<file path="config.mk">
export PLATFORM = sky130hd
export DESIGN_NAME = pred_combine
export DESIGN_NICKNAME = d
export VERILOG_FILES = /design/src/bpu_pkg.sv /design/src/pred_combine.sv
export SDC_FILE = /design/constraint.sdc
export NUM_CORES = 1
export LEC_CHECK = 0
export CAP_MARGIN = 15
export CORE_MARGIN = 4
export CORE_UTILIZATION = 45
export DETAILED_ROUTE_END_ITERATION = 10
export DONT_BUFFER_PORTS = 1
export GPL_TIMING_DRIVEN = 0
export PLACE_DENSITY = 0.65
export SLEW_MARGIN = 15
export SYNTH_ARGS = -nofsm -noshare
export SYNTH_HDL_FRONTEND = slang
export SYNTH_SLANG_ARGS = --single-unit
</file>
<file path="constraint.sdc">
create_clock -name vclk -period 8.84
set_input_delay 1.768 -clock vclk [all_inputs]
set_output_delay 1.768 -clock vclk [all_outputs]
set_load 0.02 [all_outputs]
</file>
<file path="src/bpu_pkg.sv">
package bpu_pkg;

    localparam int XLEN      = 32;
    localparam int HIST_W    = 16;
    localparam int TAG_W     = 10;
    localparam int BTB_TAG_W = 22;

    // 2-bit saturating counter, msb set means taken
    typedef logic [1:0] ctr2_t;

    localparam ctr2_t CTR_WEAK_NT = 2'b01; // bimodal reset value
    localparam ctr2_t CTR_WEAK_T  = 2'b10;

    typedef enum logic {
        PROV_BIMODAL = 1'b0,
        PROV_TAGGED  = 1'b1
    } provider_e;

    typedef struct packed {
        logic             valid;
        logic [TAG_W-1:0] tag;
        ctr2_t            ctr;
    } tage_entry_t;

    typedef struct packed {
        logic                 valid;
        logic [BTB_TAG_W-1:0] tag;
        logic [XLEN-1:0]      target;
    } btb_entry_t;

    typedef struct packed {
        logic [XLEN-1:0] pc;
        logic [XLEN-1:0] inst;
    } fetch_req_t;

    typedef struct packed {
        logic              taken;
        provider_e         provider;
        logic [HIST_W-1:0] history; // history seen by the lookup
    } dir_pred_t;

    typedef struct packed {
        logic              is_ctrl;
        logic              taken;
        logic [XLEN-1:0]   target;
        provider_e         provider;
        logic [HIST_W-1:0] history;
    } pred_t;

    // resolved branch from execute, provider and history echo the prediction
    typedef struct packed {
        logic              valid;
        logic [XLEN-1:0]   pc;
        logic              taken;
        logic [XLEN-1:0]   target;
        logic              mispredict;
        provider_e         provider;
        logic [HIST_W-1:0] history;
    } resolve_t;

    // step a counter one place toward the outcome, holding at the ends
    function automatic ctr2_t ctr_update(input ctr2_t ctr, input logic taken);
        if (taken) begin
            return (ctr == 2'b11) ? ctr : ctr + 2'd1;
        end
        return (ctr == 2'b00) ? ctr : ctr - 2'd1;
    endfunction

endpackage
</file>
<file path="src/pred_combine.sv">
`timescale 1ns/10ps

module pred_combine import bpu_pkg::*; (
    input  fetch_req_t      req_i,
    input  dir_pred_t       dir_i,
    input  logic            btb_hit_i,
    input  logic [XLEN-1:0] btb_target_i,
    output pred_t           pred_o
);

    localparam logic [6:0] OPC_BRANCH = 7'b1100011;
    localparam logic [6:0] OPC_JAL    = 7'b1101111;

    logic            is_branch;
    logic            is_jal;
    logic [XLEN-1:0] pc_plus4;
    logic [XLEN-1:0] imm_b;
    logic [XLEN-1:0] imm_j;

    assign is_branch = (req_i.inst[6:0] == OPC_BRANCH);
    assign is_jal    = (req_i.inst[6:0] == OPC_JAL);
    assign pc_plus4  = req_i.pc + XLEN'(4);

    // sign extended offsets, bit 0 always zero
    assign imm_b = {{20{req_i.inst[31]}}, req_i.inst[7], req_i.inst[30:25],
                    req_i.inst[11:8], 1'b0};
    assign imm_j = {{12{req_i.inst[31]}}, req_i.inst[19:12], req_i.inst[20],
                    req_i.inst[30:21], 1'b0};

    always_comb begin
        pred_o.is_ctrl  = 1'b0;
        pred_o.taken    = 1'b0;
        pred_o.target   = pc_plus4;
        pred_o.provider = dir_i.provider;
        pred_o.history  = dir_i.history;
        if (is_jal) begin
            pred_o.is_ctrl = 1'b1;
            pred_o.taken   = 1'b1; // unconditional
            pred_o.target  = btb_hit_i ? btb_target_i : req_i.pc + imm_j;
        end else if (is_branch) begin
            pred_o.is_ctrl = 1'b1;
            pred_o.taken   = dir_i.taken;
            if (dir_i.taken) begin
                pred_o.target = btb_hit_i ? btb_target_i : req_i.pc + imm_b;
            end
        end
    end

endmodule

</file>
==> flow_summary.json, run 1 <==
{
  "grt_pass1_wl_um": 26290,
  "vias_per_cell": 6.739,
  "crit_slowest_cell": "a221oi_1",
  "avgSynthCellArea_sq_um": 6.466,
  "top_layer": "met4",
  "max_cap_viol_count": 0,
  "ant_nets": 0,
  "hold_violations": 0,
  "first_iter_violations": 307,
  "track_usage_pct": 28.77,
  "synth_xor_area_share_pct": 12.18,
  "syn_area_sq_mm": 0.004313,
  "clock_buffers": 0,
  "layout_common_cells": "nor2_1 (65), nand2_1 (62), a21oi_1 (58)",
  "timing.fmax_ghz": 0.1527,
  "relSlewSlack_pct": 34.42,
  "area_delta_synth_final_pct": 3.800,
  "ys_warn_count": 0,
  "routabilityCongestion": 0.9758,
  "synth_top_family_by_area": "compound AO/OA/AOI/OAI gates",
  "critical-path-max-stage-delay_ns": 0.87,
  "grt_max_degree": 22,
  "dr_total_vias": 5371,
  "nNetsFinal": 830,
  "route.detailed.drc": 0,
  "rsz0062_at_grt": "no",
  "holdPathStages": 1,
  "seq_area_sq_um": 0,
  "worstMarginPinSlew_ns": 0.9747,
  "met2_wirelength_um": 8043,
  "dp_hpwl_um": 14000,
  "timing.final.crit_period_ns": 6.547,
  "synth.distinct_cells": 70,
  "cp_cell_sequence": "ha_1 -> buf_2 -> a211o_1 -> a21oi_1 -> o21ba_2 -> o221ai_1 -> a31oi_1 -> xnor2_1 -> o21ai_0 -> a221oi_1",
  "grt_pass1_vias": 4901,
  "fin_crit_sh_pct": 74.07,
  "hold_buffers": 0,
  "layout_commonest_cell": "nor2_1",
  "synthMuxAreaShare_pct": 2.640,
  "start_util_pct": 46.46,
  "synth_fa_ha_area_share_pct": 13.69,
  "crit_buf_inv": 1,
  "synth_fp_nets": 828,
  "drive_gt1_share_pct": 5.397,
  "setup_viol": 0,
  "antenna_found_initial": 1,
  "post_cts_resized": 0,
  "port_buffers": 0,
  "ys_seq_area_share_pct": 0,
  "dieArea_sq_mm": 0.01121,
  "crit_type": "in -> out",
  "pin_count": 166,
  "met1_length_um": 6944,
  "crit_required_ns": 7.07,
  "synth_compound_area_share_pct": 36.70,
  "critical_path_arrival_ns": 4.78,
  "met3WireLength_um": 1715,
  "tns_ns": 0,
  "p_per_area_mw_per_mm2": 62.32,
  "cp_max_fo": 10,
  "cts_setup_buffers": 0,
  "crit_cells": 10,
  "critical-path-top-delay-family": "compound AO/OA/AOI/OAI gates",
  "die_h_um": 105.9,
  "firstDrtPassIters": 5,
  "synth-simple-area-share_pct": 27.30,
  "core_sq_mm": 0.009284,
  "p_leak_nw": 1.656,
  "wl_um": 17330,
  "num_rows": 35,
  "whs_ns": 3.650,
  "syn_inst": 667,
  "die_w_um": 105.9,
  "nFlopsAndLatches": 0,
  "cp-end-kind": "output pin",
  "hold_class": "in -> out",
  "grt_overflow": 0,
  "worst_ir_drop_vdd_mv": 0.02615,
  "critPathLaunchType": "input pin",
  "slew_viol_final": 0,
  "wire_per_inst_um": 21.75,
  "status": "finished clean"
}
path summary, 6_finish.rpt:
check | start | to | slack [ns]
worst max-delay path | req_i[27] | pred_o[31] | 2.29
worst min-delay path | dir_i[11] | pred_o[11] | 3.65
layer usage:
layer	GRT usage, %	vias to the layer above
met5	0	-
met4	9.528	0
li1	-	2522
met2	48.32	296
met1	37.72	2510
met3	4.189	43
metrics by stage:
stage          area, sq um  cells  setup slack (ns)  utilization, %  power (W)
2_1_floorplan         4313    667             2.901               -  0.0002197
3_3_place_gp          4474    796             2.394           48.19  0.0002694
3_5_place_dp          4474    796             2.411           48.19  0.0002718
4_1_cts               4474    796             2.397           48.19  0.0002731
5_1_grt               4477    797             2.161           48.22  0.0003048
6_report              4477    797             2.293           48.22  0.0002790
area by class of cell:
class / instances / area [sq um]
diodes: 1 / 2.502
plain buffers: 50 / 259.0
fillers: 1021 / 4807
inverters: 17 / 63.81
multi-input cells: 600 / 3990
well taps: 129 / 161.4
synth_stat cells (10+ instances only):
library cell | count | area, sq um
nor3_1 | 20 | 100.1
xor2_1 | 21 | 183.9
nand3_1 | 29 | 145.1
buf_4 | 18 | 135.1
a211oi_1 | 16 | 120.1
clkbuf_1 | 24 | 90.09
or3_1 | 10 | 62.56
a21oi_1 | 58 | 290.3
nand4_1 | 21 | 131.4
inv_1 | 16 | 60.06
nand2_1 | 62 | 232.7
xnor2_1 | 39 | 341.6
a31oi_1 | 15 | 93.84
o21ai_0 | 47 | 235.2
ha_1 | 44 | 550.5
nor2_1 | 65 | 244.0
kinds of logic after synthesis:
family | count (synthesis)
compound gates | 239
buf+inv | 67
simple gates | 244
mux | 11
fa+ha+maj | 46
xor+xnor | 60
power by group:
| part | switching (W) | total (W) | internal (W) |
|---|---|---|---|
| clock network | 0 | 0.0000000000151 | 0.0000000000151 |
| logic | 0.000174 | 0.000279 | 0.000105 |
| registers | 0 | 0 | 0 |
Power figures use the tool's default switching activity.
==> inputs of run 2 (changes only) <==
--- a/config.mk
+++ b/config.mk
@@ -11,7 +11,7 @@
 export DETAILED_ROUTE_END_ITERATION = 10
 export DONT_BUFFER_PORTS = 1
 export GPL_TIMING_DRIVEN = 0
-export PLACE_DENSITY = 0.65
+export PLACE_DENSITY = 0.67
 export SLEW_MARGIN = 15
 export SYNTH_ARGS = -nofsm -noshare
 export SYNTH_HDL_FRONTEND = slang
==> constraint.sdc (replaced) <==
create_clock -name vclk -period 5.7
set_input_delay 1.14 -clock vclk [all_inputs]
set_output_delay 1.14 -clock vclk [all_outputs]
set_load 0.02 [all_outputs]
==> run 2 against run 1 <==
Compared with the run above: flip-flop and latch count stayed put; global-route usage fell by 0.15 points; cell count is 0.13% lower; sequential share of layout area is the same; core utilization barely moved; cell area about the same; critical path type unchanged.
==> flow_summary.json, run 2 (synthesis gave the netlist of run 1 again) <==
{
  "status": "finished clean",
  "die_w_um": 105.9,
  "cp_max_fo": 21,
  "grt_pass1_wl_um": 26250,
  "timing.final.crit_period_ns": 5.236,
  "rsz0062_at_grt": "no",
  "setup_viol": 0,
  "layout_common_cells": "nor2_1 (65), nand2_1 (62), a21oi_1 (58)",
  "die_h_um": 105.9,
  "place_area_sq_mm": 0.004474,
  "crit_type": "in -> out",
  "hold_violations": 0,
  "p_clk_share_pct": 0,
  "area_delta_synth_final_pct": 3.742,
  "crit_required_ns": 4.56,
  "p_comb_share_pct": 100.0,
  "core_sq_mm": 0.009284,
  "port_buffers": 0,
  "cp-end-kind": "output pin",
  "dp_hpwl_um": 13900,
  "clock_buffers": 0,
  "route.detailed.drc": 0,
  "fill_cells": 1026,
  "whs_ns": 2.394,
  "slew_viol_final": 0,
  "fin_util_pct": 48.19,
  "fin_crit_sh_pct": 91.85,
  "antenna_found_initial": 0,
  "grt_pass1_vias": 5025,
  "relSlewSlack_pct": 30.57,
  "wl_um": 17270,
  "start_util_pct": 46.46,
  "dr_total_vias": 5405,
  "grt_max_degree": 22,
  "worstMarginPinSlew_ns": 1.032,
  "grt_overflow": 0,
  "ant_nets": 0,
  "worst_ir_drop_vdd_mv": 0.04103,
  "nNetsFinal": 830,
  "seq_area_sq_um": 0,
  "drive_gt1_share_pct": 5.397,
  "firstDrtPassIters": 5,
  "critical_path_arrival_ns": 4.10,
  "p_sw_w": 0.0002688,
  "hold_class": "in -> out",
  "wire_per_inst_um": 21.70,
  "first_iter_violations": 492,
  "max_cap_viol_count": 0,
  "nFlopsAndLatches": 0,
  "num_rows": 35,
  "hold_buffers": 0,
  "dieArea_sq_mm": 0.01121,
  "critPathLaunchType": "input pin",
  "routabilityCongestion": 0.9705,
  "layout_commonest_cell": "nor2_1",
  "cts_setup_buffers": 0,
  "vias_per_cell": 6.790,
  "diodes": 0,
  "tns_ns": 0,
  "power.share.sequential_pct": 0,
  "p_leak_nw": 1.656,
  "track_usage_pct": 28.62,
  "p_sw_share_pct": 62.37,
  "pin_count": 166,
  "dp_cells": 796,
  "p_per_area_mw_per_mm2": 96.34,
  "final_cell_area_sq_mm": 0.004474,
  "finalNonFillerCells": 796,
  "timing.fmax_ghz": 0.1910,
  "p_int_w": 0.0001622,
  "post_cts_resized": 0
}
-- run 2: cell types whose count changed in the layout (fill, tap and decap cells not counted) --
cell	before	now
diode_2	1	0
-- run 2: path summary, 6_finish.rpt --
check | startpoint | endpoint | slack (ns) | cells after the start
setup / recovery | req_i[31] | pred_o[45] | 0.46 | 10
hold / removal | dir_i[16] | pred_o[16] | 2.39 | 1
-- run 2: area by class of cell --
| class | instances | area, sq um | share of cell area (%) |
|---|---|---|---|
| multi-input cells | 600 | 3990 | 89.18 |
| plain buffers | 50 | 259.0 | 5.789 |
| inverters | 17 | 63.81 | 1.426 |
| well taps | 129 | 161.4 | 3.607 |
-- run 2: through the flow --
stage | total power (W) | setup slack [ns]
detailed placement | 0.0004197 | 0.5195
global route | 0.0004713 | 0.2748
floorplan | 0.0003408 | 1.017
CTS | 0.0004219 | 0.5191
global placement | 0.0004158 | 0.5602
finish | 0.0004311 | 0.4643
-- run 2: worst max-delay path, stage by stage --
cell	delay [ns]
ha_1	0.26
clkbuf_1	0.28
nand2_1	0.08
o21ai_0	0.30
a2111oi_0	0.18
o2bb2ai_1	0.58
a21oi_1	0.18
o21ai_0	0.23
xnor2_1	0.09
a211oi_1	0.76
-- run 2: power by group through the flow --
| stage | Combinational, W | Sequential, W | Clock (W) |
|---|---|---|---|
| 2_1_floorplan | 0.000341 | 0 | 0 |
| 3_3_place_gp | 0.000416 | 0 | 0 |
| 3_5_place_dp | 0.000420 | 0 | 0 |
| 4_1_cts | 0.000422 | 0 | 0 |
| 5_1_grt | 0.000471 | 0 | 0 |
| 6_report | 0.000431 | 0 | 0 |
-- run 2: routing by layer --
| layer | GRT usage [%] | share of wire (%) |
|---|---|---|
| met4 | 9.158 | 3.3 |
| met3 | 5.222 | 9.9 |
| met5 | 0 | 0 |
| met1 | 36.27 | 40 |
| met2 | 49.00 | 47 |
==> inputs of run 3 (changes only) <==
==> constraint.sdc (replaced) <==
create_clock -name vclk -period 4.65
set_input_delay 0.93 -clock vclk [all_inputs]
set_output_delay 0.93 -clock vclk [all_outputs]
set_load 0.02 [all_outputs]
==> run 3 against run 2 <==
Compared with the run above: cell count unchanged; setup slack worse by 0.39 ns; total power up 25%; flip-flop and latch count unchanged; clock-buffer cell count unchanged; global-route usage about the same; critical path type unchanged; critical endpoint is now pred_o[31]; largest cell class unchanged; largest power group unchanged.
==> flow_summary.json, run 3 (synthesis gave the netlist of run 1 again) <==
{
  "status": "finished clean",
  "dp_hpwl_um": 13900,
  "num_rows": 35,
  "crit_buf_inv": 1,
  "firstDrtPassIters": 5,
  "start_util_pct": 46.46,
  "critical-path-top-delay-family": "compound AO/OA/AOI/OAI gates",
  "wl_um": 17290,
  "min_to": "pred_o[16]",
  "first_iter_violations": 448,
  "critical_path_arrival_ns": 3.64,
  "grt_max_degree": 22,
  "dr_total_vias": 5441,
  "grt_overflow": 0,
  "dp_cells": 796,
  "nFlopsAndLatches": 0,
  "crit_slowest_cell": "a221oi_2",
  "hp-start": "dir_i[16]",
  "ant_nets": 0,
  "wire_per_inst_um": 21.72,
  "clock_buffers": 0,
  "timing.fmax_ghz": 0.2187,
  "holdPathStages": 1,
  "layout_commonest_cell": "nor2_1",
  "antenna_found_initial": 0,
  "fin_ws_ns": 0.07666,
  "diodes": 0,
  "area_delta_synth_final_pct": 5.599,
  "worstMarginPinSlew_ns": 1.038,
  "cp_max_fo": 10,
  "layout_common_cells": "nor2_1 (64), nand2_1 (62), a21oi_1 (56)",
  "critPathLaunchType": "input pin",
  "die_w_um": 105.9,
  "cp-end-kind": "output pin",
  "setup_viol": 0,
  "nNetsFinal": 830,
  "p_leak_nw": 1.675,
  "vias_per_cell": 6.835,
  "power.total_w": 0.0005381,
  "critical-path-max-stage-delay_ns": 0.58,
  "die_h_um": 105.9,
  "hold_violations": 0,
  "core_sq_mm": 0.009284,
  "hold_class": "in -> out",
  "finalNonFillerCells": 796,
  "max_cap_viol_count": 0,
  "p_per_area_mw_per_mm2": 118.1,
  "seq_area_sq_um": 0,
  "slew_viol_final": 0,
  "timing.final.crit_period_ns": 4.573,
  "cts_setup_buffers": 0,
  "pin_count": 166,
  "drive_gt1_share_pct": 7.646,
  "tns_ns": 0,
  "route.detailed.drc": 0,
  "relSlewSlack_pct": 30.17,
  "cp_cell_sequence": "ha_1 -> buf_2 -> a211o_1 -> a21oi_1 -> o21ba_2 -> o221ai_1 -> a31oi_2 -> xnor2_1 -> o21ai_0 -> a221oi_2",
  "pre_cts_ws_ns": -0.1105,
  "grt_pass1_wl_um": 26280,
  "fin_crit_sh_pct": 98.35,
  "track_usage_pct": 28.66,
  "rsz0062_at_grt": "yes",
  "crit_type": "in -> out",
  "dieArea_sq_mm": 0.01121,
  "port_buffers": 0,
  "grt_pass1_vias": 5035,
  "crit_required_ns": 3.72,
  "fill_cells": 1014,
  "routabilityCongestion": 0.9705,
  "worst_ir_drop_vdd_mv": 0.05042
}
[run 3: changes by cell type in the layout (fill, tap and decap cells not counted), moves of 2 or more]
| cell | previous run | this run |
|---|---|---|
| o21ai_2 | 0 | 2 |
| a211oi_2 | 1 | 3 |
| a21oi_2 | 0 | 2 |
| o21ai_0 | 47 | 45 |
| a211oi_1 | 16 | 14 |
| a21oi_1 | 58 | 56 |
[run 3: layout make-up]
cell class                 instances  area, sq um  share of cell area (%)
tap                              129        161.4                   3.544
multi-input combinational        600         4070                   89.37
inverter                          17        63.81                   1.401
buffer                            50        259.0                   5.687
[run 3: power by group]
| part | switching, W | total (W) | internal [W] |
|---|---|---|---|
| Sequential | 0 | 0 | 0 |
| Combinational | 0.000335 | 0.000538 | 0.000203 |
| Clock | 0 | 0 | 0 |
[run 3: stage by stage]
step / instance area, sq um / hold slack (ns) / util [%]
floorplan: 4313 / 1.973 / -
global placement: 4474 / 1.976 / 48.19
detailed placement: 4474 / 1.975 / 48.19
CTS: 4486 / 1.975 / 48.32
global route: 4554 / 1.975 / 49.06
finish: 4554 / 1.974 / 49.06
[run 3: repair_timing]
item	CTS	global route
setup endpoints to repair	2	15
hold buffers	0	0
cloned	0	0
gates resized for setup	2	17
[run 3: metal layers]
metal | global-route usage (%) | share of wire (%)
met1 | 36.30 | 40
met2 | 48.77 | 47
met3 | 5.222 | 9.7
met4 | 9.806 | 3.8
met5 | 0 | 0
[run 3: worst max path at each step]
stage	from	endpoint	slack (ns)	depth (start not counted)
CTS	req_i[8]	pred_o[32]	0.007	10
detailed placement	req_i[27]	pred_o[31]	-0.11	10
floorplan	req_i[27]	pred_o[31]	0.39	10
global route	req_i[28]	pred_o[42]	-0.005	9
global placement	req_i[27]	pred_o[31]	-0.07	10
finish	req_i[27]	pred_o[31]	0.08	10
